## config.mk

```make
export PLATFORM = sky130hd
export DESIGN_NAME = alu_exec_top
export DESIGN_NICKNAME = d
export VERILOG_FILES = /design/src/common/gb_alu_pkg.sv /design/src/alu/alu.sv /design/src/alu/alu_decoder.sv /design/src/hdl/reg_file.sv /design/src/hdl/alu_exec_top.sv
export SDC_FILE = /design/constraint.sdc
export NUM_CORES = 1
export LEC_CHECK = 0
export ABC_CLOCK_PERIOD_IN_PS = 7120
export BUFFER_PORTS_ARGS = -buffer_cell sky130_fd_sc_hd__buf_4
export CAP_MARGIN = 20
export CORE_MARGIN = 2
export CORE_UTILIZATION = 30
export DETAILED_ROUTE_END_ITERATION = 8
export PLACE_DENSITY_LB_ADDON = 0.12
export REMOVE_ABC_BUFFERS = 1
export SYNTH_ARGS = -nofsm -noshare
export SYNTH_HDL_FRONTEND = slang
export SYNTH_HIERARCHICAL = 1
export SYNTH_SLANG_ARGS = --single-unit
```

## constraint.sdc

```tcl
create_clock -name clk -period 7.12 [get_ports clk]
set_input_delay 0.356 -clock clk [delete_from_list [all_inputs] [get_ports clk]]
set_output_delay 0.356 -clock clk [all_outputs]
set_load 0.01 [all_outputs]
```

## src/common/gb_alu_pkg.sv

```systemverilog
`default_nettype none

package gb_alu_pkg;

    ////////////////////
    // Data widths
    ////////////////////

    typedef logic [7:0] byte_t;
    typedef logic [3:0] flags_t;
    typedef logic [2:0] reg_sel_t;
    typedef logic [2:0] bit_idx_t;
    typedef logic [4:0] alu_op_t;

    ////////////////////
    // ALU operations
    ////////////////////

    // Arithmetic and logic group, same order as opcode bits 5:3
    localparam alu_op_t OP_ADD  = 5'b00000;
    localparam alu_op_t OP_ADC  = 5'b00001;
    localparam alu_op_t OP_SUB  = 5'b00010;
    localparam alu_op_t OP_SBC  = 5'b00011;
    localparam alu_op_t OP_AND  = 5'b00100;
    localparam alu_op_t OP_XOR  = 5'b00101;
    localparam alu_op_t OP_OR   = 5'b00110;
    localparam alu_op_t OP_CP   = 5'b00111;

    // CB row ops, 8 plus the row number
    localparam alu_op_t OP_RLC  = 5'b01000;
    localparam alu_op_t OP_RRC  = 5'b01001;
    localparam alu_op_t OP_RL   = 5'b01010;
    localparam alu_op_t OP_RR   = 5'b01011;
    localparam alu_op_t OP_SLA  = 5'b01100;
    localparam alu_op_t OP_SRA  = 5'b01101;
    localparam alu_op_t OP_SWAP = 5'b01110;
    localparam alu_op_t OP_SRL  = 5'b01111;

    // Operand b straight through, flags kept
    localparam alu_op_t OP_PASS = 5'b10001;

    localparam alu_op_t OP_DAA  = 5'b10100;
    localparam alu_op_t OP_CPL  = 5'b10101;
    localparam alu_op_t OP_SCF  = 5'b10110;
    localparam alu_op_t OP_CCF  = 5'b10111;

    localparam alu_op_t OP_BIT  = 5'b11101;
    localparam alu_op_t OP_RES  = 5'b11110;
    localparam alu_op_t OP_SET  = 5'b11111;

    // Flag bit positions in F
    localparam int F_Z = 3;
    localparam int F_N = 2;
    localparam int F_H = 1;
    localparam int F_C = 0;

    ////////////////////
    // Register codes
    ////////////////////

    localparam reg_sel_t REG_B   = 3'd0;
    localparam reg_sel_t REG_C   = 3'd1;
    localparam reg_sel_t REG_D   = 3'd2;
    localparam reg_sel_t REG_E   = 3'd3;
    localparam reg_sel_t REG_H   = 3'd4;
    localparam reg_sel_t REG_L   = 3'd5;
    // Immediate byte in place of a register
    localparam reg_sel_t REG_IMM = 3'd6;
    localparam reg_sel_t REG_A   = 3'd7;

endpackage

`default_nettype wire

```

## src/alu/alu.sv

```systemverilog
`timescale 1ns/1ps
`default_nettype none

module alu (
    input  gb_alu_pkg::byte_t    alu_a,
    input  gb_alu_pkg::byte_t    alu_b,
    input  gb_alu_pkg::bit_idx_t alu_bit_index,
    input  gb_alu_pkg::flags_t   alu_flags_in,
    input  gb_alu_pkg::alu_op_t  alu_op,
    output gb_alu_pkg::byte_t    alu_result,
    output gb_alu_pkg::flags_t   alu_flags_out
);

    import gb_alu_pkg::*;

    logic [4:0] sum_lo;
    logic [4:0] sum_hi;
    logic [8:0] daa_1;
    logic [8:0] daa_2;
    logic       carry_in;
    logic       shift_out;

    function automatic logic is_zero(byte_t value);
        return (value == 8'd0);
    endfunction

    always_comb begin
        sum_lo        = '0;
        sum_hi        = '0;
        daa_1         = '0;
        daa_2         = '0;
        carry_in      = 1'b0;
        shift_out     = 1'b0;
        alu_result    = alu_b;
        alu_flags_out = alu_flags_in;

        case (alu_op)
            ////////////////////
            // Nibble-wise add
            ////////////////////
            OP_ADD, OP_ADC: begin
                carry_in = (alu_op == OP_ADC) ? alu_flags_in[F_C] : 1'b0;
                sum_lo = {1'b0, alu_a[3:0]} + {1'b0, alu_b[3:0]} + {4'b0, carry_in};
                sum_hi = {1'b0, alu_a[7:4]} + {1'b0, alu_b[7:4]} + {4'b0, sum_lo[4]};
                alu_result = {sum_hi[3:0], sum_lo[3:0]};
                alu_flags_out[F_Z] = is_zero(alu_result);
                alu_flags_out[F_N] = 1'b0;
                alu_flags_out[F_H] = sum_lo[4];
                alu_flags_out[F_C] = sum_hi[4];
            end

            // Bit 4 of each nibble difference is the borrow
            OP_SUB, OP_SBC, OP_CP: begin
                carry_in = (alu_op == OP_SBC) ? alu_flags_in[F_C] : 1'b0;
                sum_lo = {1'b0, alu_a[3:0]} - {1'b0, alu_b[3:0]} - {4'b0, carry_in};
                sum_hi = {1'b0, alu_a[7:4]} - {1'b0, alu_b[7:4]} - {4'b0, sum_lo[4]};
                alu_result = {sum_hi[3:0], sum_lo[3:0]};
                alu_flags_out[F_Z] = is_zero(alu_result);
                alu_flags_out[F_N] = 1'b1;
                alu_flags_out[F_H] = sum_lo[4];
                alu_flags_out[F_C] = sum_hi[4];
            end

            OP_AND: begin
                alu_result = alu_a & alu_b;
                alu_flags_out = 4'b0010;
                alu_flags_out[F_Z] = is_zero(alu_result);
            end

            OP_XOR: begin
                alu_result = alu_a ^ alu_b;
                alu_flags_out = 4'b0000;
                alu_flags_out[F_Z] = is_zero(alu_result);
            end

            OP_OR: begin
                alu_result = alu_a | alu_b;
                alu_flags_out = 4'b0000;
                alu_flags_out[F_Z] = is_zero(alu_result);
            end

            ////////////////////
            // BCD correction
            ////////////////////
            OP_DAA: begin
                if (!alu_flags_in[F_N]) begin
                    // After an add
                    if (alu_flags_in[F_H] || (alu_a[3:0] > 4'h9)) begin
                        daa_1 = {1'b0, alu_a} + 9'h006;
                    end else begin
                        daa_1 = {1'b0, alu_a};
                    end
                    if (alu_flags_in[F_C] || (daa_1 > 9'h09f)) begin
                        daa_2 = daa_1 + 9'h060;
                    end else begin
                        daa_2 = daa_1;
                    end
                end else begin
                    // After a subtract
                    if (alu_flags_in[F_H]) begin
                        daa_1 = {1'b0, alu_a - 8'h06};
                    end else begin
                        daa_1 = {1'b0, alu_a};
                    end
                    if (alu_flags_in[F_C]) begin
                        daa_2 = daa_1 - 9'h060;
                    end else begin
                        daa_2 = daa_1;
                    end
                end
                alu_result = daa_2[7:0];
                alu_flags_out[F_Z] = is_zero(daa_2[7:0]);
                alu_flags_out[F_N] = alu_flags_in[F_N];
                alu_flags_out[F_H] = 1'b0;
                alu_flags_out[F_C] = daa_2[8] | alu_flags_in[F_C];
            end

            OP_CPL: begin
                alu_result = ~alu_a;
                alu_flags_out[F_N] = 1'b1;
                alu_flags_out[F_H] = 1'b1;
            end

            OP_SCF, OP_CCF: begin
                alu_result = alu_b;
                alu_flags_out[F_N] = 1'b0;
                alu_flags_out[F_H] = 1'b0;
                alu_flags_out[F_C] = (alu_op == OP_SCF) ? 1'b1 : ~alu_flags_in[F_C];
            end

            ////////////////////
            // CB rotates and shifts
            ////////////////////
            OP_RLC, OP_RRC, OP_RL, OP_RR, OP_SLA, OP_SRA, OP_SRL: begin
                case (alu_op)
                    OP_RLC:  alu_result = {alu_a[6:0], alu_a[7]};
                    OP_RRC:  alu_result = {alu_a[0], alu_a[7:1]};
                    OP_RL:   alu_result = {alu_a[6:0], alu_flags_in[F_C]};
                    OP_RR:   alu_result = {alu_flags_in[F_C], alu_a[7:1]};
                    OP_SLA:  alu_result = {alu_a[6:0], 1'b0};
                    OP_SRA:  alu_result = {alu_a[7], alu_a[7:1]};
                    default: alu_result = {1'b0, alu_a[7:1]};
                endcase
                // Left moves bit 7 out, right moves bit 0 out
                shift_out = (alu_op == OP_RLC || alu_op == OP_RL || alu_op == OP_SLA) ?
                            alu_a[7] : alu_a[0];
                alu_flags_out[F_Z] = is_zero(alu_result);
                alu_flags_out[F_N] = 1'b0;
                alu_flags_out[F_H] = 1'b0;
                alu_flags_out[F_C] = shift_out;
            end

            OP_SWAP: begin
                alu_result = {alu_a[3:0], alu_a[7:4]};
                alu_flags_out = 4'b0000;
                alu_flags_out[F_Z] = is_zero(alu_result);
            end

            // Test only, register value passes through on b
            OP_BIT: begin
                alu_result = alu_b;
                alu_flags_out[F_Z] = ~alu_a[alu_bit_index];
                alu_flags_out[F_N] = 1'b0;
                alu_flags_out[F_H] = 1'b1;
            end

            OP_SET: begin
                alu_result = alu_a;
                alu_result[alu_bit_index] = 1'b1;
            end

            OP_RES: begin
                alu_result = alu_a;
                alu_result[alu_bit_index] = 1'b0;
            end

            // OP_PASS and unused codes keep the defaults
            default: begin
                alu_result = alu_b;
                alu_flags_out = alu_flags_in;
            end
        endcase
    end

endmodule

`default_nettype wire

```

## src/alu/alu_decoder.sv

```systemverilog
`timescale 1ns/1ps
`default_nettype none

module alu_decoder (
    input  logic                 clk,
    input  logic                 arst_n,
    input  logic                 instr_valid,
    input  logic                 instr_cb,
    input  gb_alu_pkg::byte_t    instr_opcode,
    input  gb_alu_pkg::byte_t    instr_imm,
    output logic                 ex_valid,
    output gb_alu_pkg::alu_op_t  ex_op,
    output gb_alu_pkg::reg_sel_t ex_a_sel,
    output gb_alu_pkg::reg_sel_t ex_b_sel,
    output gb_alu_pkg::reg_sel_t ex_dest_sel,
    output logic                 ex_write,
    output gb_alu_pkg::bit_idx_t ex_bit_index,
    output gb_alu_pkg::byte_t    ex_imm
);

    import gb_alu_pkg::*;

    logic     dec_ok;
    alu_op_t  dec_op;
    reg_sel_t dec_a_sel;
    reg_sel_t dec_b_sel;
    reg_sel_t dec_dest_sel;
    logic     dec_write;
    bit_idx_t dec_bit_index;
    logic     imm_form;

    // Register field of the opcode, code 6 is an (HL) form
    reg_sel_t opc_reg;
    assign opc_reg  = instr_opcode[2:0];
    assign imm_form = (instr_opcode[7:6] == 2'b11) && (instr_opcode[2:0] == 3'b110);

    ////////////////////
    // Opcode decode
    ////////////////////
    always_comb begin
        dec_ok        = 1'b0;
        dec_op        = OP_PASS;
        dec_a_sel     = REG_A;
        dec_b_sel     = REG_A;
        dec_dest_sel  = REG_A;
        dec_write     = 1'b0;
        dec_bit_index = '0;

        if (instr_cb) begin
            dec_ok        = (opc_reg != REG_IMM);
            dec_a_sel     = opc_reg;
            dec_b_sel     = opc_reg;
            dec_dest_sel  = opc_reg;
            dec_bit_index = instr_opcode[5:3];
            case (instr_opcode[7:6])
                2'b00: begin
                    dec_op    = {2'b01, instr_opcode[5:3]};
                    dec_write = 1'b1;
                end
                2'b01: begin
                    dec_op    = OP_BIT;
                    dec_write = 1'b0;
                end
                2'b10: begin
                    dec_op    = OP_RES;
                    dec_write = 1'b1;
                end
                default: begin
                    dec_op    = OP_SET;
                    dec_write = 1'b1;
                end
            endcase
        end else if (instr_opcode[7:6] == 2'b10 || imm_form) begin
            // ALU group on A, CP only sets flags
            dec_op    = {2'b00, instr_opcode[5:3]};
            dec_b_sel = imm_form ? REG_IMM : opc_reg;
            dec_ok    = imm_form || (opc_reg != REG_IMM);
            dec_write = (dec_op != OP_CP);
        end else if (instr_opcode[7:6] == 2'b00 && instr_opcode[2:0] == 3'b110 &&
                     instr_opcode[5:3] != REG_IMM) begin
            // LD r,n
            dec_ok       = 1'b1;
            dec_op       = OP_PASS;
            dec_b_sel    = REG_IMM;
            dec_dest_sel = instr_opcode[5:3];
            dec_write    = 1'b1;
        end else begin
            case (instr_opcode)
                8'h27: dec_op = OP_DAA;
                8'h2f: dec_op = OP_CPL;
                8'h37: dec_op = OP_SCF;
                8'h3f: dec_op = OP_CCF;
                default: dec_op = OP_PASS;
            endcase
            dec_ok    = (instr_opcode == 8'h27) || (instr_opcode == 8'h2f) ||
                        (instr_opcode == 8'h37) || (instr_opcode == 8'h3f);
            dec_write = dec_ok;
        end
    end

    // Execute stage registers
    always_ff @(posedge clk or negedge arst_n) begin
        if (!arst_n) begin
            ex_valid     <= 1'b0;
            ex_op        <= OP_ADD;
            ex_a_sel     <= REG_B;
            ex_b_sel     <= REG_B;
            ex_dest_sel  <= REG_B;
            ex_write     <= 1'b0;
            ex_bit_index <= '0;
            ex_imm       <= '0;
        end else begin
            ex_valid <= instr_valid && dec_ok;
            if (instr_valid) begin
                ex_op        <= dec_op;
                ex_a_sel     <= dec_a_sel;
                ex_b_sel     <= dec_b_sel;
                ex_dest_sel  <= dec_dest_sel;
                ex_write     <= dec_write;
                ex_bit_index <= dec_bit_index;
                ex_imm       <= instr_imm;
            end
        end
    end

    // Immediate code never reaches the register file as a destination
    a_no_imm_dest: assert property (@(posedge clk) disable iff (!arst_n)
        (ex_valid && ex_write) |-> (ex_dest_sel != REG_IMM));

endmodule

`default_nettype wire

```

## src/hdl/reg_file.sv

```systemverilog
`timescale 1ns/1ps
`default_nettype none

module reg_file (
    input  logic                 clk,
    input  logic                 arst_n,
    input  logic                 ex_valid,
    input  logic                 ex_write,
    input  gb_alu_pkg::reg_sel_t ex_a_sel,
    input  gb_alu_pkg::reg_sel_t ex_b_sel,
    input  gb_alu_pkg::reg_sel_t ex_dest_sel,
    input  gb_alu_pkg::byte_t    ex_imm,
    input  gb_alu_pkg::byte_t    alu_result,
    input  gb_alu_pkg::flags_t   alu_flags,
    output gb_alu_pkg::byte_t    opnd_a,
    output gb_alu_pkg::byte_t    opnd_b,
    output gb_alu_pkg::flags_t   flags_cur,
    output logic                 res_valid,
    output logic                 res_write,
    output gb_alu_pkg::reg_sel_t res_dest,
    output gb_alu_pkg::byte_t    res_data,
    output gb_alu_pkg::flags_t   res_flags
);

    import gb_alu_pkg::*;

    // Indexed by register code with slot 6 unused
    byte_t  regs [8];
    flags_t flag_r;

    // Immediate code reads the instruction byte
    assign opnd_a    = (ex_a_sel == REG_IMM) ? ex_imm : regs[ex_a_sel];
    assign opnd_b    = (ex_b_sel == REG_IMM) ? ex_imm : regs[ex_b_sel];
    assign flags_cur = flag_r;

    ////////////////////
    // Writeback and report
    ////////////////////
    always_ff @(posedge clk or negedge arst_n) begin
        if (!arst_n) begin
            for (int i = 0; i < 8; i++) begin
                regs[i] <= '0;
            end
            flag_r    <= '0;
            res_valid <= 1'b0;
            res_write <= 1'b0;
            res_dest  <= REG_B;
            res_data  <= '0;
            res_flags <= '0;
        end else begin
            res_valid <= ex_valid;
            if (ex_valid) begin
                if (ex_write) begin
                    regs[ex_dest_sel] <= alu_result;
                end
                // F is written by every instruction
                flag_r    <= alu_flags;
                res_write <= ex_write;
                res_dest  <= ex_dest_sel;
                res_data  <= alu_result;
                res_flags <= alu_flags;
            end
        end
    end

    // Immediate slot is never a writeback target
    a_imm_slot_clear: assert property (@(posedge clk) disable iff (!arst_n)
        regs[REG_IMM] == 8'h00);

endmodule

`default_nettype wire

```

## src/hdl/alu_exec_top.sv

```systemverilog
`timescale 1ns/1ps
`default_nettype none

module alu_exec_top (
    input  logic                 clk,
    input  logic                 arst_n,
    input  logic                 instr_valid,
    input  gb_alu_pkg::byte_t    instr_opcode,
    input  logic                 instr_cb,
    input  gb_alu_pkg::byte_t    instr_imm,
    output logic                 res_valid,
    output gb_alu_pkg::reg_sel_t res_dest,
    output logic                 res_write,
    output gb_alu_pkg::byte_t    res_data,
    output gb_alu_pkg::flags_t   res_flags
);

    import gb_alu_pkg::*;

    // Execute stage
    logic     ex_valid;
    alu_op_t  ex_op;
    reg_sel_t ex_a_sel;
    reg_sel_t ex_b_sel;
    reg_sel_t ex_dest_sel;
    logic     ex_write;
    bit_idx_t ex_bit_index;
    byte_t    ex_imm;

    // Operands and ALU outputs
    byte_t    opnd_a;
    byte_t    opnd_b;
    flags_t   flags_cur;
    byte_t    alu_result;
    flags_t   alu_flags;

    alu_decoder u_decoder (
        .clk          (clk),
        .arst_n       (arst_n),
        .instr_valid  (instr_valid),
        .instr_cb     (instr_cb),
        .instr_opcode (instr_opcode),
        .instr_imm    (instr_imm),
        .ex_valid     (ex_valid),
        .ex_op        (ex_op),
        .ex_a_sel     (ex_a_sel),
        .ex_b_sel     (ex_b_sel),
        .ex_dest_sel  (ex_dest_sel),
        .ex_write     (ex_write),
        .ex_bit_index (ex_bit_index),
        .ex_imm       (ex_imm)
    );

    reg_file u_reg_file (
        .clk         (clk),
        .arst_n      (arst_n),
        .ex_valid    (ex_valid),
        .ex_write    (ex_write),
        .ex_a_sel    (ex_a_sel),
        .ex_b_sel    (ex_b_sel),
        .ex_dest_sel (ex_dest_sel),
        .ex_imm      (ex_imm),
        .alu_result  (alu_result),
        .alu_flags   (alu_flags),
        .opnd_a      (opnd_a),
        .opnd_b      (opnd_b),
        .flags_cur   (flags_cur),
        .res_valid   (res_valid),
        .res_write   (res_write),
        .res_dest    (res_dest),
        .res_data    (res_data),
        .res_flags   (res_flags)
    );

    alu u_alu (
        .alu_a         (opnd_a),
        .alu_b         (opnd_b),
        .alu_bit_index (ex_bit_index),
        .alu_flags_in  (flags_cur),
        .alu_op        (ex_op),
        .alu_result    (alu_result),
        .alu_flags_out (alu_flags)
    );

endmodule

`default_nettype wire

```

==> run metrics, run 1 <==
outcome complete, no violations; CP Max Fanout 14; Final Instance Area 8950 um^2; top-count cell post-synth dfrtp_1; Syn. warnings 6; DRC 0; GRT overflow 0; Rows 60; area leader, netlist dfrtp_1; Num CTS Buffers 9; Filler cells 2759; first-pass GRT wire length 41500 um; largest net degree at the start of global routing 75; Synth Instances 781; ANT cells 0; Flop pwr share 25.5%; # clock sinks 100; Critical Path RT 7350 ps; critical path arrival roughly 6000 ps; clock power share 13.8%; maxcap violations 0; internal power roughly 1.9 mW; ranking of synthesized cells by area dfrtp_1 31%, mux2_2 11%, mux4_1 8.7%; Final Hold Violating Endpoints 0; Mapped Area 8170 um^2; area of the multi-input gates 5200 um^2; CP peak stage delay 560 ps; maximum clock rate 174 MHz; Chip Height 169 um; GRT Resource Usage Total 19.3%; Hold Crit Depth 2; placed cell area 8640 um^2; crit path cell chain buf_4 > mux4_1 > mux2_2 > fa_1 > fa_1 > o21ai_0 > nand2b_1 > xnor2_1 > fa_1 > fa_1 > nor2_1 > a2111oi_0 > o221ai_1 > a2bb2oi_1 > mux2_4; Tcrit/Tclk final 80.7%; Least-Margin Pin Slew approximately 1200 ps; Reg area between 2000 and 3000 um^2; Vias between 6k and 7k; Hold Crit Class primary input to flop; Top Ports 37; Rel. slew slack 22.4%; sw power about 1.7 mW; Lkg Pwr 3.90 nW; vias in the first global route 6775; HPWL after DPL 19600 um; H-tree levels 3; clk_lat worst skew 350 ps; final setup TNS 0 ps; #FFs+latches synth 100; Final setup viols 0; Clk pin slew, worst setup/hold paths 70 ps; Detail Route Antenna Nets 0; PortBufs 36; nets about 850; Worst Setup Start Kind flop; Top FF cell, synth dfrtp_1; Setup Skew about 11 ps; CTS root buffer clkbuf_16; initial antenna violation count 0; asr flop ratio synth 100%; router iterations before antenna repair 4; crit end category flop; Cell Pwr Density 406 nW/um^2; post-synth top area share 30.6%; RSZ-0062 raised after global routing false; CORE AREA between 20000 and 30000 um^2; Synth cell types 83; EDFF count, synth 0; Sw Ratio 46.4%; worst reg2reg path depth 15; Setup Crit Path Kind flop to flop; DR WL/cell 24.1 um; die area 28600 um^2; sequential share of the synthesized area 30.6%; Slew Limit Fails 0; CTS tree yes; Tmin final 5750 ps; CP max-delay cell dfrtp_1; post_cts resized 0; combinational share of power 60.7%; Die Span X roughly 170 um; CTS max path bufs 2; Placer Congestion around 0.92; syn avg cell area 10.5 um^2; Starting Density 30.4%; Layout area overhead 9.64%; worst vdd rail ir drop 137 uV; most frequent CP cell fa_1; synth cell count leaders 100 x dfrtp_1, 79 x mux2_2, 51 x nor2_1; final wirelength 27300 um; 1st-iter DRT viols 484; vias per cell ~5.7; layout cells sized above 1 23.8%; Pwr Total 3.63 mW
power groups by stage:
stage | Sequential (mW) | Clock, mW | Combinational [mW]
2_1_floorplan | 0.888 | 0 | 1.48
4_1_cts | 0.931 | 0.520 | 2.19
3_5_place_dp | 0.941 | 0 | 2.17
5_1_grt | 0.959 | 0.543 | 2.40
6_report | 0.928 | 0.500 | 2.21
3_3_place_gp | 0.927 | 0 | 2.19
final cells by class:
class                      instances  share of cell area [%]
tap                              341                    4.76
timing repair buffer              48                    4.05
clock inverter                     7                   0.838
multi-input combinational        585                    58.1
clock buffer                       9                    2.52
sequential                       100                    27.9
inverter                          42                    1.76
through the flow:
stage / std cells / hold slack, ps / worst slack [ps] / utilization, %
after CTS: 1132 / 206 / 1330 / 33.3
after detailed placement: 1115 / 291 / 1360 / 32.2
after global routing: 1132 / 223 / 1090 / 33.3
final: 1132 / 225 / 1370 / 33.3
after global placement: 1115 / 293 / 1410 / 32.2
after floorplan: 727 / 60.4 / 2160 / -
cells in the final DEF, fill, tap and decap left out, drive strengths merged, types with 10 or more instances in the layout:
| cell | Yosys | layout |
|---|---|---|
| dfrtp | 100 | 100 |
| mux2 | 98 | 98 |
| nor2 | 57 | 57 |
| buf | 24 | 47 |
| inv | 42 | 44 |
| nand2 | 42 | 42 |
| ha | 37 | 37 |
| a21oi | 37 | 37 |
| mux4 | 32 | 32 |
| o21ai | 29 | 29 |
| nand3 | 22 | 22 |
| o22ai | 17 | 17 |
| xnor2 | 16 | 16 |
| nor3 | 16 | 16 |
| nand2b | 11 | 11 |
| nor2b | 11 | 11 |
| nand4 | 11 | 11 |
| nor4 | 10 | 10 |
per-layer routing:
layer,up-vias,track usage (%),share of wire [%]
li1,2941,-,-
met1,3294,25.3,45
met2,201,32.3,48
met3,54,2.69,4.3
met4,0,7.25,3.2
met5,-,0,0
kinds of logic after synthesis:
group / share of synthesized area, %
buffers and inverters: 5.64
flip-flops: 30.6
AND/OR/NAND/NOR: 14.7
AO/OA/AOI/OAI: 13.6
adder cells (fa/ha/maj): 7.63
XOR/XNOR: 2.36
multiplexers: 25.4
final timing paths:
check / slack [ps] / endpoint / start
worst max register to register: 1370 / u_reg_file/regs[61] / u_decoder/ex_a_sel[0]
worst min register to register: 510 / u_reg_file/res_data[1] / u_reg_file/res_data[1]
min in group asynchronous: 450 / u_reg_file/res_data[3] / arst_n
max in group asynchronous: 5400 / u_reg_file/res_data[7] / arst_n
worst min-delay path: 230 / u_decoder/ex_imm[3] / instr_imm[3]
worst max-delay path: 1370 / u_reg_file/regs[61] / u_decoder/ex_a_sel[0]
sequential cells by signal, summed over array words and instances (netlist names):
name and cells:
u_decoder/ex_imm 8, u_decoder/ex_b_sel 3, u_reg_file/res_write 1, u_decoder/ex_a_sel 3
u_decoder/ex_op 5, u_reg_file/res_dest 3, u_decoder/ex_bit_index 3, u_reg_file/res_data 8
u_decoder/ex_write 1, u_decoder/ex_valid 1, u_reg_file/flags_cur 4, u_reg_file/regs 56
u_decoder/ex_dest_sel 3, u_reg_file/res_valid 1
timing repair:
action / 4_1_cts / 5_1_grt
endpoints found under the hold margin: 26 / 0
hold buffers: 1 / 0
setup buffers: 0 / 0
worst max-delay path: cells and delay by family (launching register included):
family / cells / cell delay (ps)
adder cells (fa/ha/maj): 4 / 1930
multiplexers: 3 / 1350
AO/OA/AOI/OAI: 4 / 1190
flip-flops: 1 / 560
buffers and inverters: 1 / 280
XOR/XNOR: 1 / 170
AND/OR/NAND/NOR: 2 / 140
No activity file was read; power rests on OpenSTA's default activity.
==> run 2: changes to the inputs <==
ABC_CLOCK_PERIOD_IN_PS = 4800   (was 7120)
clock period = 4.8 ns   (was 7.12 ns; I/O delays follow)
==> run 2 against run 1 <==
Register-to-register slack worse by 1200 ps. Fmax up 24%. Clock power up 44%. Largest power group unchanged. Critical path type unchanged. Clock skew down 1.1 ps. Largest cell class unchanged.
==> run metrics, run 2 (synthesis results as in run 1) <==
outcome complete, no violations; worst vdd rail ir drop between 300 and 400 uV; Filler cells approximately 2.7k; Final setup viols 0; ANT cells 0; Setup Skew 9.88 ps; Rows 60; DRC 0; clock power share 12.2%; largest net degree at the start of global routing 55; Worst Setup Start Kind flop; Slew Limit Fails 0; GRT Resource Usage Total 19.6%; nets 901; critical path arrival 4870 ps; DR WL/cell 23.6 um; final setup TNS 0 ps; Layout area overhead 15.7%; router iterations before antenna repair 5; Final Hold Violating Endpoints 0; RSZ-0062 raised after global routing false; Tmin final ~4600 ps; Starting Density 30.4%; Worst setup endpoint u_reg_file/regs[29]; Rel. slew slack 36.5%; Num CTS Buffers 9; GR met1 Demand/Resource 27.3%; final wirelength 27800 um; R2R Setup Slk 170 ps; vias in the first global route slightly below 7k; # clock sinks 100; 1st-iter DRT viols 555; Tcrit/Tclk final 96.6%; CP Max Fanout 8; H-tree levels 3; Setup Crit Path Kind flop to flop; Flop pwr share 22.3%; PortBufs 36; CTS root buffer clkbuf_16; GRT overflow 0; max reg flops 56; most frequent cells in the layout 98 x dfrtp_1, 94 x buf_4, 76 x mux2_2; CORE AREA 26900 um^2; maximum clock rate around 220 MHz; CP Launch Point u_decoder/ex_a_sel[0]; combinational share of power about two thirds; HPWL after DPL a little over 20000 um; Least-Margin Pin Slew 948 ps; vias per cell 5.70; met2 Track Usage GR 32.1%; Die Span X 169 um; commonest non-fill, non-tap cell in the layout dfrtp_1; met3 GRT Util 2.41%; Hold Crit Class primary input to flop; crit end category flop; die area 28600 um^2; initial antenna violation count 0; Critical Path RT ~5000 ps; Cell Pwr Density 624 nW/um^2; busiest layer in global routing met2; worst reg2reg path depth 19; layout cells sized above 1 30.9%; Placer Congestion slightly above 0.9; Top Registers u_reg_file/regs x56, u_decoder/ex_imm x8, u_reg_file/res_data x8; Vias a little under 7k; Top reg by flops u_reg_file/regs; Pwr Total just under 6 mW; Clk pin slew, worst setup/hold paths 70 ps; Top Ports 37; CTS tree yes; first-pass GRT wire length 42600 um; clk_lat worst skew roughly 350 ps; sw power 2.67 mW; CTS max path bufs 2; Detail Route Antenna Nets 0; maxcap violations 0; R2R Path Start u_decoder/ex_a_sel[0]; Chip Height 169 um; Sw Ratio 45.3%; Lkg Pwr 4.16 nW; internal power 3.22 mW; R2R Path End u_reg_file/regs[29]
[run 2: cell count changes in the layout (fill, tap and decap cells not counted), sizes merged]
cell / before / now
buf: 47 / 97
clkbuf: 9 / 10
clkinv: 3 / 1
inv: 44 / 43
[run 2: worst min path at each step]
stage	from	to	cells after the start
global route	instr_imm[1]	u_decoder/ex_imm[1]	2
detailed placement	arst_n	u_decoder/ex_imm[3]	1
floorplan	arst_n	u_decoder/ex_a_sel[0]	0
finish	instr_imm[1]	u_decoder/ex_imm[1]	2
CTS	instr_imm[3]	u_decoder/ex_imm[3]	2
global placement	arst_n	u_reg_file/res_data[3]	1
[run 2: per-layer routing]
layer,part of all wire (%),vias to the layer above
li1,-,3041
met1,46,3447
met2,47,195
met3,4.3,44
met4,2.4,0
met5,0,-
[run 2: what timing repair did]
action,CTS,global route
endpoints found under the setup margin,33,33
endpoints found under the hold margin,46,0
hold buffers,1,0
pin swaps,3,10
buffers inserted,2,3
gates resized for setup,16,18
cloned,0,0
[run 2: power by group through the flow]
stage               Sequential (mW)  Combinational, mW  Clock, mW
detailed placement             1.33               3.61          0
CTS                            1.32               3.75      0.750
global placement               1.31               3.60          0
floorplan                      1.32               2.20          0
finish                         1.32               3.86      0.721
global route                   1.36               4.18      0.783
[run 2: final cells by class]
cell class / instances / area [um^2] / share of cell area [%]
clock buffers: 10 / 229 / 2.42
repair buffers: 98 / 758 / 8.02
multi-input cells: 585 / 5320 / 56.3
flip-flops and latches: 100 / 2500 / 26.5
well taps: 341 / 427 / 4.51
clock inverters: 4 / 51.3 / 0.543
inverters: 42 / 158 / 1.67
[run 2: worst max-delay path, cell delays in order (launching register included)]
cell and delay (ps):
dfrtp_2 440, mux4_2 340, mux2_4 160, buf_4 120, fa_2 220, inv_1 60, fa_1 390, inv_1 80
a21o_1 120, a21oi_1 70, buf_4 150, fa_2 360, buf_4 150, fa_1 510, o21ai_0 120, a2111oi_2 380
o221ai_1 210, a2bb2oi_2 210, buf_4 170, mux2_4 260
[run 2: per-stage QoR]
stage | setup slack [ps] | hold WS, ps | utilization [%] | area (um^2) | instances
final | 166 | 98.3 | 35.2 | 9450 | 1180
after global routing | 3.90 | 102 | 35.2 | 9450 | 1180
after CTS | 8.10 | 89.7 | 34.8 | 9360 | 1177
after detailed placement | -306 | 305 | 33.5 | 8990 | 1160
after global placement | -304 | 300 | 33.5 | 8990 | 1160
after floorplan | -161 | -55.6 | - | 7870 | 727
==> run 3: changes to the inputs <==
ABC_CLOCK_PERIOD_IN_PS = 3700   (was 4800)
clock period = 3.7 ns   (was 4.8 ns; I/O delays follow)
==> run 3 against run 2 <==
The flow now finishes with violations (setup timing). Fmax rose by 3.1%. First-iteration DRC count is 12% lower. Non-clock buffer count increased by 85. Highest routed layer unchanged. Clock power up 30%. Sequential cell count unchanged. Power up 49%. Combinational power grew 59%. Global-route usage increased by 1.3 points. Count of clock-buffer cells in the layout decreased by 1.
==> run metrics, run 3 (synthesis results as in run 1) <==
failing checks setup timing; R2R Path End u_reg_file/regs[63]; 1st-iter DRT viols 487; Num CTS Buffers 9; maxcap violations 0; Setup Skew 17.4 ps; final wirelength approximately 30000 um; Placer Congestion 0.936; Rows 60; worst vdd rail ir drop 471 uV; crit path cell chain mux4_2 > mux2_4 > buf_4 > fa_2 > inv_1 > fa_2 > inv_1 > a21o_1 > a21oi_1 > buf_4 > fa_2 > inv_1 > a21o_1 > a21oi_1 > xnor2_1 > a21oi_1 > o211ai_1 > o32a_4 > mux2_4; max reg flops 56; CP peak stage delay between 500 and 600 ps; Chip Height between 150 and 200 um; Hold Startpoint instr_imm[1]; crit end category flop; Setup Crit Path Kind flop to flop; GRT overflow 0; Lkg Pwr 4.66 nW; critical path arrival 4730 ps; GRT Resource Usage Total 21.0%; CTS root buffer clkbuf_16; Top Registers u_reg_file/regs x56, u_decoder/ex_imm x8, u_reg_file/res_data x8; clk_lat worst skew 360 ps; die area 28600 um^2; Hold EP u_decoder/ex_imm[1]; Slew Limit Fails 0; # clock sinks 100; dpl cells between 1k and 1.5k; Top reg by flops u_reg_file/regs; maximum clock rate 223 MHz; ANT cells 0; Rel. slew slack roughly 44%; vias in the first global route 7204; Final Util 38.4%; worst reg2reg path depth 19; CTS tree yes; DR WL/cell 23.4 um; Hold Crit Class primary input to flop; R2R Path Start u_decoder/ex_a_sel[0]; Final Instance Count excl. Fillers 1266; CORE AREA 26900 um^2; Top Ports 37; router iterations before antenna repair 5; Cell Pwr Density roughly 850 nW/um^2; vias per cell approximately 5.6; first-pass GRT wire length 45300 um; Final Hold Violating Endpoints 0; initial antenna violation count 0; CP Max Fanout 8; nets 986; HPWL after DPL between 20000 and 25000 um; Pwr Total 8.78 mW; commonest non-fill, non-tap cell in the layout buf_4; CP max-delay cell mux4_2; largest net degree at the start of global routing 77; H-tree levels 3; Starting Density between 30 and 40%; RSZ-0062 raised after global routing true; Tcrit/Tclk final 121%; DRC 0; Vias 7113; Hold Crit Depth 2; Layout area overhead 26.4%; Clk pin slew, worst setup/hold paths 80 ps; most frequent cells in the layout 174 x buf_4, 99 x dfrtp_1, 50 x nor2_1, 50 x mux2_2, 45 x mux2_4; Least-Margin Pin Slew 846 ps; Tmin final 4490 ps; layout cells sized above 1 40.3%; Die Span X 169 um; Critical Path RT 3940 ps; Detail Route Antenna Nets 0; R2R Setup Slk -790 ps; CTS max path bufs 2; outcome finished with violations; final setup TNS -24610 ps; Final setup viols 34; setup ws final -793 ps; Worst Setup Start Kind flop; PortBufs 36
run 3: cell count changes in the layout (fill, tap and decap cells not counted), moves of 5 or more:
| cell | before | now |
|---|---|---|
| buf_4 | 94 | 174 |
| mux4_2 | 7 | 12 |
| mux2_2 | 76 | 50 |
| mux2_4 | 19 | 45 |
| mux4_1 | 25 | 20 |
run 3: worst max-delay path: cells and delay by family (launching register included):
kind	cells	cell delay (ps)
DFF	1	430
buffers and inverters	5	480
muxes	3	1080
xor gates and xnor gates	1	120
AOI/OAI and AO/OA	7	1450
adders and majority gates	3	820
run 3: per-layer routing:
layer  routed length (um)  global-route usage (%)  share of wire [%]  vias up
met4                  737                    5.87                2.5        0
met5                    0                       0                  0        -
met1                13800                    29.6                 47     3620
li1                     -                       -                  -     3215
met3                 1540                    3.39                5.2       44
met2                13500                    33.3                 46      234
run 3: area by class of cell:
class,count,area (um^2)
Clock buffer,9,225
Sequential cell,100,2500
Multi-Input combinational cell,585,5510
Tap cell,341,427
Timing Repair Buffer,183,1440
Clock inverter,6,56.3
Inverter,42,160
Fill cell,2693,16600
run 3: worst max-delay path by stage:
| stage | start | endpoint | slack, ps | cells past startpoint |
|---|---|---|---|---|
| CTS | u_decoder/ex_a_sel[0] | u_reg_file/regs[31] | -800 | 16 |
| finish | u_decoder/ex_a_sel[0] | u_reg_file/regs[63] | -790 | 19 |
| detailed placement | u_decoder/ex_a_sel[0] | u_reg_file/regs[5] | -1180 | 15 |
| global route | u_decoder/ex_a_sel[0] | u_reg_file/regs[31] | -970 | 16 |
| floorplan | u_decoder/ex_a_sel[0] | u_reg_file/regs[28] | -1260 | 15 |
| global placement | u_decoder/ex_a_sel[0] | u_reg_file/regs[62] | -1060 | 15 |
run 3: where the power goes:
group / internal, mW / total, mW / leakage [nW] / switching (mW)
logic: 3.05 / 6.14 / 3.27 / 3.10
clock network: 0.468 / 0.935 / 0.136 / 0.467
registers: 1.41 / 1.70 / 1.25 / 0.288
run 3: what timing repair did:
item	CTS	global route
gates resized for setup	73	25
hold endpoints to repair	0	31
pin swaps	11	10
setup buffers	4	1
hold buffers	0	1
gates cloned	0	0
endpoints found under the setup margin	58	66
run 3: through the flow:
step	cell area [um^2]	setup slack (ps)	hold WS (ps)
floorplan	7870	-1260	-111
global placement	9650	-1060	397
detailed placement	9650	-1180	413
CTS	10200	-796	18.4
global route	10300	-965	40.9
finish	10300	-793	43.6
